## src/kd_main_defs.svh

```systemverilog
`ifndef KD_MAIN_DEFS_SVH
`define KD_MAIN_DEFS_SVH

// k-d tree shape
`define KD_NUM_LEAVES 64
`define KD_NUM_NODES  63
// number of leaf memory banks
`define KD_LEAF_SIZE  8

// query grid
`define KD_ROW_SIZE   26
`define KD_COL_SIZE   19
`define KD_NUM_QUERYS (`KD_ROW_SIZE * `KD_COL_SIZE)

// aggregator fetch widths per load phase
`define KD_FW_NODES   1
`define KD_FW_LEAVES  5
`define KD_FW_QUERYS  4

`define KD_CNT_W      16

`endif

```

## src/kd_main_pkg.sv

```systemverilog
`include "kd_main_defs.svh"

package kd_main_pkg;

    typedef enum logic [2:0] {
        phase_idle,
        phase_nodes,
        phase_leaves,
        phase_querys,
        phase_readout
    } kd_phase_e;

    typedef logic [`KD_CNT_W-1:0] cnt_t;

    typedef logic [$clog2(`KD_NUM_LEAVES)-1:0] leaf_addr_t;

    // one strobe per leaf bank, active low
    typedef logic [`KD_LEAF_SIZE-1:0] bank_sel_t;

    typedef logic [$clog2(`KD_NUM_QUERYS)-1:0] query_addr_t;

    // best array holds one entry per query
    typedef logic [$clog2(`KD_NUM_QUERYS)-1:0] best_addr_t;

    typedef logic [2:0] fetch_width_t;

endpackage

```

## src/kd_step_if.sv

```systemverilog
`timescale 1ns/100ps

interface kd_step_if;
    import kd_main_pkg::*;

    kd_phase_e phase;
    // one word or entry handled this cycle
    logic      beat;
    cnt_t      idx;
    // readout request from the best-array reader
    logic      rd_beat;

    modport seq (
        output phase,
        output beat,
        output idx,
        input  rd_beat
    );

    modport writer (
        input phase,
        input beat,
        input idx
    );

    modport reader (
        input  phase,
        input  beat,
        input  idx,
        output rd_beat
    );

endinterface

```

## src/kd_best_reader.sv

```systemverilog
`timescale 1ns/100ps

module kd_best_reader (
    input  logic                    clk,
    input  logic                    rst_n,
    kd_step_if.reader               step,
    input  logic                    out_fifo_wfull_n,
    output logic                    out_fifo_wenq,
    output logic [3:0]              best_arr_csb1,
    output kd_main_pkg::best_addr_t best_arr_addr1
);
    import kd_main_pkg::*;

    logic rd_en;

    // one read in flight at a time, and only with room in the fifo
    assign rd_en = (step.phase == phase_readout) && !out_fifo_wenq && out_fifo_wfull_n;

    assign step.rd_beat = rd_en;

    // only the nearest entry is read
    assign best_arr_csb1  = rd_en ? 4'b1110 : 4'b1111;
    assign best_arr_addr1 = rd_en ? step.idx[$bits(best_addr_t)-1:0] : '0;

    // read data arrives next cycle, enqueue then
    always_ff @(posedge clk or negedge rst_n) begin
        if (!rst_n) begin
            out_fifo_wenq <= 1'b0;
        end else begin
            out_fifo_wenq <= step.beat && (step.phase == phase_readout);
        end
    end

    a_read_then_enq: assert property (@(posedge clk) disable iff (!rst_n)
        !(&best_arr_csb1) |=> out_fifo_wenq && (&best_arr_csb1));

endmodule

```

## src/kd_load_writer.sv

```systemverilog
`timescale 1ns/100ps

module kd_load_writer (
    input  logic                     clk,
    input  logic                     rst_n,
    kd_step_if.writer                step,
    output logic                     int_node_fsm_enable,
    output kd_main_pkg::bank_sel_t   leaf_mem_csb0,
    output kd_main_pkg::bank_sel_t   leaf_mem_web0,
    output kd_main_pkg::leaf_addr_t  leaf_mem_addr0,
    output logic                     qp_mem_csb0,
    output logic                     qp_mem_web0,
    output kd_main_pkg::query_addr_t qp_mem_addr0
);
    import kd_main_pkg::*;

    localparam int BANK_W = $clog2($bits(bank_sel_t));

    bank_sel_t bank_sel;
    logic      leaf_wr;
    logic      query_wr;

    // node loader listens for the whole phase
    assign int_node_fsm_enable = (step.phase == phase_nodes);

    // binary to one-hot, active low
    always_comb begin
        bank_sel = '1;
        bank_sel[step.idx[BANK_W-1:0]] = 1'b0;
    end

    assign leaf_wr  = step.beat && (step.phase == phase_leaves);
    assign query_wr = step.beat && (step.phase == phase_querys);

    assign leaf_mem_csb0  = leaf_wr ? bank_sel : '1;
    assign leaf_mem_web0  = leaf_wr ? bank_sel : '1;
    // low bits pick the bank, the rest is the row
    assign leaf_mem_addr0 = leaf_wr ? step.idx[$bits(leaf_addr_t)+BANK_W-1:BANK_W] : '0;

    assign qp_mem_csb0  = !query_wr;
    assign qp_mem_web0  = !query_wr;
    assign qp_mem_addr0 = query_wr ? step.idx[$bits(query_addr_t)-1:0] : '0;

    a_one_bank: assert property (@(posedge clk) disable iff (!rst_n)
        (leaf_mem_csb0 != '1) |-> $onehot(~leaf_mem_csb0) && step.beat);

endmodule

```

## src/kd_main_top.sv

```systemverilog
`timescale 1ns/100ps

module kd_main_top (
    input  logic                      clk,
    input  logic                      rst_n,
    input  logic                      load_kdtree,
    input  logic                      send_best_arr,

    input  logic                      agg_receiver_enq,
    output logic                      agg_receiver_full_n,
    output logic                      agg_change_fetch_width,
    output kd_main_pkg::fetch_width_t agg_input_fetch_width,

    output logic                      int_node_fsm_enable,

    output kd_main_pkg::bank_sel_t    leaf_mem_csb0,
    output kd_main_pkg::bank_sel_t    leaf_mem_web0,
    output kd_main_pkg::leaf_addr_t   leaf_mem_addr0,

    output logic                      qp_mem_csb0,
    output logic                      qp_mem_web0,
    output kd_main_pkg::query_addr_t  qp_mem_addr0,

    output logic [3:0]                best_arr_csb1,
    output kd_main_pkg::best_addr_t   best_arr_addr1,

    output logic                      out_fifo_wenq,
    input  logic                      out_fifo_wfull_n
);

    kd_step_if step ();

    kd_seq_ctrl u_kd_seq_ctrl (
        .clk                    (clk),
        .rst_n                  (rst_n),
        .load_kdtree            (load_kdtree),
        .send_best_arr          (send_best_arr),
        .agg_receiver_enq       (agg_receiver_enq),
        .agg_receiver_full_n    (agg_receiver_full_n),
        .agg_change_fetch_width (agg_change_fetch_width),
        .agg_input_fetch_width  (agg_input_fetch_width),
        .step                   (step.seq)
    );

    kd_load_writer u_kd_load_writer (
        .clk                 (clk),
        .rst_n               (rst_n),
        .step                (step.writer),
        .int_node_fsm_enable (int_node_fsm_enable),
        .leaf_mem_csb0       (leaf_mem_csb0),
        .leaf_mem_web0       (leaf_mem_web0),
        .leaf_mem_addr0      (leaf_mem_addr0),
        .qp_mem_csb0         (qp_mem_csb0),
        .qp_mem_web0         (qp_mem_web0),
        .qp_mem_addr0        (qp_mem_addr0)
    );

    kd_best_reader u_kd_best_reader (
        .clk              (clk),
        .rst_n            (rst_n),
        .step             (step.reader),
        .out_fifo_wfull_n (out_fifo_wfull_n),
        .out_fifo_wenq    (out_fifo_wenq),
        .best_arr_csb1    (best_arr_csb1),
        .best_arr_addr1   (best_arr_addr1)
    );

endmodule

```

## src/kd_seq_ctrl.sv

```systemverilog
`timescale 1ns/100ps
`include "kd_main_defs.svh"

module kd_seq_ctrl (
    input  logic                      clk,
    input  logic                      rst_n,
    input  logic                      load_kdtree,
    input  logic                      send_best_arr,
    input  logic                      agg_receiver_enq,
    output logic                      agg_receiver_full_n,
    output logic                      agg_change_fetch_width,
    output kd_main_pkg::fetch_width_t agg_input_fetch_width,
    kd_step_if.seq                    step
);
    import kd_main_pkg::*;

    kd_phase_e phase_q;
    kd_phase_e phase_d;
    cnt_t      cnt_q;
    cnt_t      term_cnt;
    logic      beat;
    logic      cnt_done;
    logic      load_phase;

    assign load_phase = (phase_q == phase_nodes) || (phase_q == phase_leaves) ||
                        (phase_q == phase_querys);

    // aggregator is always ready while loading
    assign agg_receiver_full_n = load_phase;

    always_comb begin
        unique case (phase_q)
            phase_nodes:   term_cnt = cnt_t'(`KD_NUM_NODES - 1);
            phase_leaves:  term_cnt = cnt_t'(`KD_NUM_LEAVES * `KD_LEAF_SIZE - 1);
            phase_querys:  term_cnt = cnt_t'(`KD_NUM_QUERYS - 1);
            phase_readout: term_cnt = cnt_t'(`KD_NUM_QUERYS - 1);
            default:       term_cnt = '0;
        endcase
    end

    assign cnt_done = (cnt_q == term_cnt);

    always_comb begin
        if (load_phase) begin
            beat = agg_receiver_enq;
        end else if (phase_q == phase_readout) begin
            beat = step.rd_beat;
        end else begin
            beat = 1'b0;
        end
    end

    always_comb begin
        phase_d                = phase_q;
        agg_change_fetch_width = 1'b0;
        agg_input_fetch_width  = '0;

        unique case (phase_q)
            phase_idle: begin
                // readout has priority over a new load
                if (send_best_arr) begin
                    phase_d = phase_readout;
                end else if (load_kdtree) begin
                    phase_d                = phase_nodes;
                    agg_change_fetch_width = 1'b1;
                    agg_input_fetch_width  = fetch_width_t'(`KD_FW_NODES);
                end
            end
            phase_nodes: begin
                if (beat && cnt_done) begin
                    phase_d                = phase_leaves;
                    agg_change_fetch_width = 1'b1;
                    agg_input_fetch_width  = fetch_width_t'(`KD_FW_LEAVES);
                end
            end
            phase_leaves: begin
                if (beat && cnt_done) begin
                    phase_d                = phase_querys;
                    agg_change_fetch_width = 1'b1;
                    agg_input_fetch_width  = fetch_width_t'(`KD_FW_QUERYS);
                end
            end
            phase_querys, phase_readout: begin
                if (beat && cnt_done) begin
                    phase_d = phase_idle;
                end
            end
            default: phase_d = phase_idle;
        endcase
    end

    always_ff @(posedge clk or negedge rst_n) begin
        if (!rst_n) begin
            phase_q <= phase_idle;
        end else begin
            phase_q <= phase_d;
        end
    end

    // beat ordinal within the phase, wraps at the terminal count
    always_ff @(posedge clk or negedge rst_n) begin
        if (!rst_n) begin
            cnt_q <= '0;
        end else if (beat) begin
            if (cnt_done) begin
                cnt_q <= '0;
            end else begin
                cnt_q <= cnt_q + 1'b1;
            end
        end
    end

    assign step.phase = phase_q;
    assign step.beat  = beat;
    assign step.idx   = cnt_q;

    // a load always opens with the node fetch-width pulse
    a_load_start: assert property (@(posedge clk) disable iff (!rst_n)
        $rose(agg_receiver_full_n) |->
            $past(agg_change_fetch_width) &&
            ($past(agg_input_fetch_width) == fetch_width_t'(`KD_FW_NODES)));

endmodule

```

## config.mk

```make
export PLATFORM = sky130hd
export DESIGN_NAME = kd_main_top
export DESIGN_NICKNAME = d
export VERILOG_FILES = /design/src/kd_main_pkg.sv /design/src/kd_step_if.sv /design/src/kd_best_reader.sv /design/src/kd_load_writer.sv /design/src/kd_main_top.sv /design/src/kd_seq_ctrl.sv
export VERILOG_INCLUDE_DIRS = /design/src
export SDC_FILE = /design/constraint.sdc
export NUM_CORES = 1
export LEC_CHECK = 0
export BUFFER_PORTS_ARGS = -buffer_cell sky130_fd_sc_hd__buf_2
export CELL_PAD_IN_SITES_DETAIL_PLACEMENT = 1
export CELL_PAD_IN_SITES_GLOBAL_PLACEMENT = 1
export CORE_ASPECT_RATIO = 0.8
export CORE_MARGIN = 5
export CORE_UTILIZATION = 38
export CTS_CLUSTER_SIZE = 24
export DETAILED_ROUTE_END_ITERATION = 12
export PLACE_DENSITY = 0.9
export SYNTH_ARGS = -nofsm -noshare
export SYNTH_HDL_FRONTEND = slang
export SYNTH_SLANG_ARGS = --single-unit
```

## constraint.sdc

```tcl
create_clock -name clk -period 6 [get_ports clk]
set_input_delay 0.3 -clock clk [delete_from_list [all_inputs] [get_ports clk]]
set_output_delay 0.3 -clock clk [all_outputs]
set_load 0.05 [all_outputs]
```

# ---- Word level (Yosys, flattened, before mapping)
# Index checks and enable logic that the tools add are counted.
dict set report classes {
  addsub 1
  order_cmp 2
  n_eq_ne 9
  muxes 26
  bitwise_logic 1
  reduce_logical 15
}
# op count
set ops {}
lappend ops {{9-bit one-hot mux with 3 select lines} 1}
lappend ops {{3-bit two-way mux} 8}
lappend ops {{9-bit two-way mux} 2}
lappend ops {{16-bit by 1-bit adder with 16-bit output, second input constant} 1}
lappend ops {{16-bit by 9-bit == test with 1-bit output} 1}
lappend ops {{16-bit two-way mux} 1}
lappend ops {{3-bit one-hot mux with 4 select lines} 1}
lappend ops {{3-bit one-hot mux with 3 select lines} 1}
lappend ops {{1-bit two-way mux} 8}
lappend ops {{8-bit two-way mux} 1}
lappend ops {{8-bit inverter} 1}
lappend ops {{1-bit logical AND} 7}
lappend ops {{3-bit by 2-bit == test with 1-bit output, second input constant} 2}
lappend ops {{6-bit two-way mux} 1}
lappend ops {{3-bit by 4-bit < comparator with 1-bit output, second input constant} 1}
lappend ops {{2-bit by 1-bit != test with 1-bit output, second input constant} 2}
lappend ops {{4-bit AND reduction} 1}
lappend ops {{2-bit OR reduction} 2}
lappend ops {{1-bit demux with 3-bit select} 1}
lappend ops {{3-bit by 1-bit == test with 1-bit output, second input constant} 1}
lappend ops {{3-bit == test, second input constant} 1}
lappend ops {{3-bit by 1-bit greater-or-equal comparator with 1-bit output, second input constant} 1}
lappend ops {{3-bit logical NOT} 1}
lappend ops {{3-bit != test, second input constant} 1}
lappend ops {{4 further kinds} 6}
dict set report totals {
  regBits 20
  inputBits 6
  word_cells 57
}

# ---- Depth between registers and ports, before layout
dict set report depth {
  word_depth 8
  depth_mapped 7
  depth_no_buf 6
}

# ---- Cells and area by module
# From an unflattened synthesis, not the netlist that was laid out.
dict set report hier_totals {
  cells_unflattened 199
  hier_area_um2 1751.7
}
# mod instances cells_per_inst area_per_inst_um2
set by_module_without_submodules {}
lappend by_module_without_submodules {kd_seq_ctrl 1 135 1198.6}
lappend by_module_without_submodules {kd_load_writer 1 42 295.3}
lappend by_module_without_submodules {kd_best_reader 1 22 257.7}

# ---- Worst setup path after synthesis
# No wires, ideal clock.
dict set report synth_timing {
  path_type {flip-flop to output port}
  startpoint {register u_kd_seq_ctrl.phase_q[0] (netlist: u_kd_seq_ctrl.step.phase[0])}
  endpoint {output port agg_input_fetch_width[0]}
  arrival_time_ns 2.363
  required_time_ns 5.700
  slack_ns 3.337
  stages_incl_launch_ff 7
  n_path_buf 1
  cell_sequence {dfrtp_1 > buf_2 > or3b_2 > a21oi_1 > o211a_1 > nand3_1 > a21oi_1}
}
dict set report synth_via {
  elab_chain_len 8
  elab_cells_between_ends 17
}
# element line
set synth_rtl {}
lappend synth_rtl {{from (decl)} kd_seq_ctrl.sv:17} ;# kd_phase_e phase_q;
lappend synth_rtl {{from (signal assigned)} kd_seq_ctrl.sv:94} ;# phase_q <= phase_idle;
lappend synth_rtl {{from (signal assigned)} kd_seq_ctrl.sv:96} ;# phase_q <= phase_d;
lappend synth_rtl {{branches (longest 7 deep; another with 16-bit by 9-bit == test with 1-bit output)} n/a}
lappend synth_rtl {{3-bit one-hot mux with 3 select lines (*)} kd_seq_ctrl.sv:58} ;# unique case (phase_q)
lappend synth_rtl {{to (decl)} kd_main_top.sv:12} ;# output kd_main_pkg::fetch_width_t agg_input_fetch_width,
# Mark *: on every way between the ends.

# ---- Final worst setup path
dict set report layout_timing {
  startpoint {register u_kd_seq_ctrl.phase_q[2] (netlist: u_kd_seq_ctrl.step.phase[2])}
  endpoint {output port leaf_mem_csb0[7]}
}
dict set report layout_via {
  elab_chain_len 7
  elab_cells_between_ends 12
}
# element line
set layout_rtl {}
lappend layout_rtl {{3-bit == test} {kd_best_reader.sv:17, kd_seq_ctrl.sv:46}}
lappend layout_rtl {{1-bit logical AND (2 in series)} kd_best_reader.sv:17} ;# assign rd_en = (step.phase == phase_readout) && !out_fifo_wenq && out_fifo_wfull_n;
lappend layout_rtl {{1-bit two-way mux} kd_seq_ctrl.sv:46} ;# end else if (phase_q == phase_readout) begin
lappend layout_rtl {{1-bit two-way mux} kd_seq_ctrl.sv:44} ;# if (load_phase) begin
lappend layout_rtl {{1-bit logical AND (*)} kd_load_writer.sv:32} ;# assign leaf_wr = step.beat && (step.phase == phase_leaves);
lappend layout_rtl {{8-bit two-way mux (*)} kd_load_writer.sv:35} ;# assign leaf_mem_csb0 = leaf_wr ? bank_sel : '1;
lappend layout_rtl {{to (decl)} kd_main_top.sv:16} ;# output kd_main_pkg::bank_sel_t leaf_mem_csb0,
# Every way passes the cells marked *; elsewhere a longest branch is shown, timed or not.

==> flow_summary.ini <==
[synthesis]
netlist_instances = 202
synthMuxAreaShare_pct = 1.916
ys_warn_count = 0
synth_area_per_cell_um2 = 8.083
synth-seq-cells = 20
seq_area_frac_synth_pct = 30.65
yosys.area_share.simple_pct = 38.47
synth_top_family_by_area = simple AND/OR/NAND/NOR gates
ys.flop_type = dfrtp_1
synth_xor_area_share_pct = 6.973
synth-compound-area-share_pct = 9.885
synth_edf_count = 0
syn_area_um2 = 1633
synthArstFlopShare_pct = 100.0
yosysUniqueCellTypes = 46
yosys.area_share.adder_pct = 0.7663

[flow_run]
maxCapViolCount = 0

[routing]
wire_per_inst_um = 15.76
first_pass_iters = 4
antenna_left = 0
drt_iter0_drc = 64
vias = 1505
routed_wl_mm = 4.603
viasPerCell = 5.154
drc = 0

[worst_setup_path]
r2r_slack_ns = 3.42
cp-start-kind = register
max_stage_delay_ns = 0.82
crit_required_ns = 5.70
path_cells = and3b_1, mux2i_1, nor2_1, nand2_1, buf_2
critPathTopFamily = multiplexers
cp-startpoint = u_kd_seq_ctrl.step.phase[2]
cp_num_cells = 5
r2r_start = u_kd_seq_ctrl.step.phase[2]
cp_data_arrival_time_ns = 2.65
endpoint = leaf_mem_csb0[7]
critPathKind = reg -> out
r2r_end = u_kd_seq_ctrl.step.idx[14]
crit_path_end_kind = primary output
cp_num_buf_inv = 1
cpMaxStageDelayCell = mux2i_1
reg2reg_depth = 5
cp_max_fo = 17

[layout]
seq_area_um2 = 500.5
antennaDiodeCount = 0
fill_cells = 541
layout.nets = 243
multi_input_area_um2 = 962.2
drive_above_1_share_pct = 29.79
syn_to_final_growth_pct = 16.17

[timing]
slew_headroom_pct = 27.32
drv_slew = 0
worstMarginPinSlew_ns = 1.060
tns_ns = 0
setup_viol = 0
fin_crit_sh_pct = 49.09
rsz0062_at_grt = false
final_hold_viol_count = 0
fmax_mhz = 339.5
skew_ns = 0.01811
fin_crit_ns = 2.945

[clock_network]
path_clk_slew_ns = 0.09
clkSinkCount = 20
cts_htree_levels = 1
post_cts_buffers = 0
cts_max_path_buffers = 2
clk_latency_ns = 0.27
tritoncts = built
cts-root-buf = clkbuf_8
cts_buffers = 3

[global_routing]
grt_overflow = 0
grt_max_degree = 21
antenna_found_initial = 0
grt_usage_pct = 16.49
grt_pass1_vias = 1516
grt_pass1_wl_mm = 7.603

[floorplan]
rows = 21
io_pins = 59
start_util_pct = 39.08
die_area_um2 = 5716
die_w_um = 83.29
die_height_um = 68.63
core_um2 = 4178

[power_and_ir_drop]
power_density_nw_per_um2 = 253.3
ir_drop_v = 0.0001118
p_leak_nw = 0.9173
p_total_uw = 480.4

[placed_design]
gp_congestion = 0.7690
dp_hpwl_mm = 3.603
io_buffers = 54

[worst_hold_path]
min_from = send_best_arr
hp-class = in -> reg

[run_status]
status = finished clean
## state kept, by name, summed over array words and instances, names as in the netlist
signal,flops
u_kd_best_reader.out_fifo_wenq,1
u_kd_seq_ctrl.step.idx,16
u_kd_seq_ctrl.step.phase,3
## cell usage in the layout, fill, tap and decap left out, types with 2 or more instances in the layout
| cell type | instances |
|---|---|
| and4_1 | 3 |
| buf_2 | 54 |
| nor4_1 | 4 |
| nor2_1 | 18 |
| and3_1 | 13 |
| o21ai_0 | 3 |
| a21oi_1 | 3 |
| a211oi_1 | 3 |
| conb_1 | 4 |
| nor3_1 | 6 |
| nor2b_1 | 4 |
| nand2_1 | 15 |
| nand4_1 | 2 |
| nand2b_1 | 6 |
| clkbuf_8 | 3 |
| inv_1 | 3 |
| xor2_1 | 2 |
| mux2i_1 | 2 |
| dfrtp_1 | 20 |
| and2_1 | 16 |
| nand3_1 | 14 |
| or2_2 | 4 |
| xnor2_1 | 11 |
## synth_stat cells (3+ instances only)
| master | instances | area share (%) |
|---|---|---|
| a211oi_1 | 3 | 1.4 |
| xnor2_1 | 11 | 5.9 |
| buf_2 | 4 | 1.2 |
| clkbuf_1 | 9 | 2.1 |
| inv_1 | 3 | 0.69 |
| and4_1 | 3 | 1.6 |
| nor4_1 | 4 | 1.5 |
| nand3_1 | 14 | 4.3 |
| nor2_1 | 18 | 4.1 |
| or2_2 | 4 | 1.5 |
| and3_1 | 13 | 5.0 |
| buf_4 | 13 | 6.0 |
| and2_1 | 16 | 6.1 |
| dfrtp_1 | 20 | 31 |
| nand2_1 | 15 | 3.4 |
| a21oi_1 | 3 | 0.92 |
| nor2b_1 | 4 | 1.5 |
| nor3_1 | 6 | 1.8 |
| nand2b_1 | 6 | 2.3 |
| o21ai_0 | 3 | 0.92 |
## report_power, final
| group | total, mW | switching [mW] | leakage [nW] | internal, mW |
|---|---|---|---|---|
| Sequential | 0.204 | 0.0526 | 0.256 | 0.152 |
| Combinational | 0.137 | 0.0871 | 0.626 | 0.0497 |
| Clock | 0.139 | 0.0502 | 0.0357 | 0.0892 |
| Total | 0.480 | 0.190 | 0.917 | 0.290 |
## metal layers
| layer | up-vias | part of all wire, % | global-route usage (%) |
|---|---|---|---|
| met3 | 5 | 7.3 | 4.038 |
| met5 | - | 0 | 0 |
| met2 | 54 | 44 | 29.20 |
| met1 | 710 | 48 | 20.86 |
| met4 | 0 | 0.72 | 3.265 |
| li1 | 736 | - | - |
## worst reg2reg max path: cells and delay by family (launching register included)
kind          cells  cell delay, ns
simple gates      3            0.94
mux               1            0.82
flops             1            0.56
xor+xnor          1            0.14
## worst min-delay path by stage
stage | end | slack [ns] | cells past startpoint
2_1_floorplan | u_kd_best_reader.out_fifo_wenq | 0.004 | 0
3_3_place_gp | u_kd_seq_ctrl.step.phase[1] | 0.29 | 1
3_5_place_dp | u_kd_seq_ctrl.step.phase[1] | 0.29 | 1
4_1_cts | u_kd_seq_ctrl.step.phase[2] | 0.30 | 3
5_1_grt | u_kd_seq_ctrl.step.phase[2] | 0.31 | 3
6_report | u_kd_seq_ctrl.step.phase[2] | 0.30 | 3
## cell families after synthesis
logic type | Yosys count
adders and majority gates | 1
muxes | 3
DFF | 20
buffers and inverters | 31
xor gates and xnor gates | 13
other | 2
and+or+nand+nor | 112
AOI/OAI and AO/OA | 20
## area by class of cell
cell class | count | share of cell area (%)
clock buffers | 3 | 2.177
clock inverters | 1 | 1.583
inverters | 3 | 0.5937
multi-input cells | 153 | 50.73
flip-flops and latches | 20 | 26.39
well taps | 57 | 3.760
repair buffers | 55 | 14.78
## timing repair
item / in CTS / in global routing
gates resized for setup: 0 / 0
hold buffers: 1 / 0
hold endpoints to repair: 12 / 0
## through the flow
step | setup slack [ns] | instance area (um^2) | hold WS, ns | utilization (%) | std cells
after floorplan | 3.337 | 1640 | 0.004409 | - | 204
after global placement | 3.454 | 1815 | 0.2852 | 43.46 | 287
after detailed placement | 3.349 | 1815 | 0.2948 | 43.46 | 287
after CTS | 3.049 | 1897 | 0.2958 | 45.40 | 292
after global routing | 2.816 | 1897 | 0.3083 | 45.40 | 292
final | 3.055 | 1897 | 0.3029 | 45.40 | 292
No activity file was read; power rests on OpenSTA's default activity.
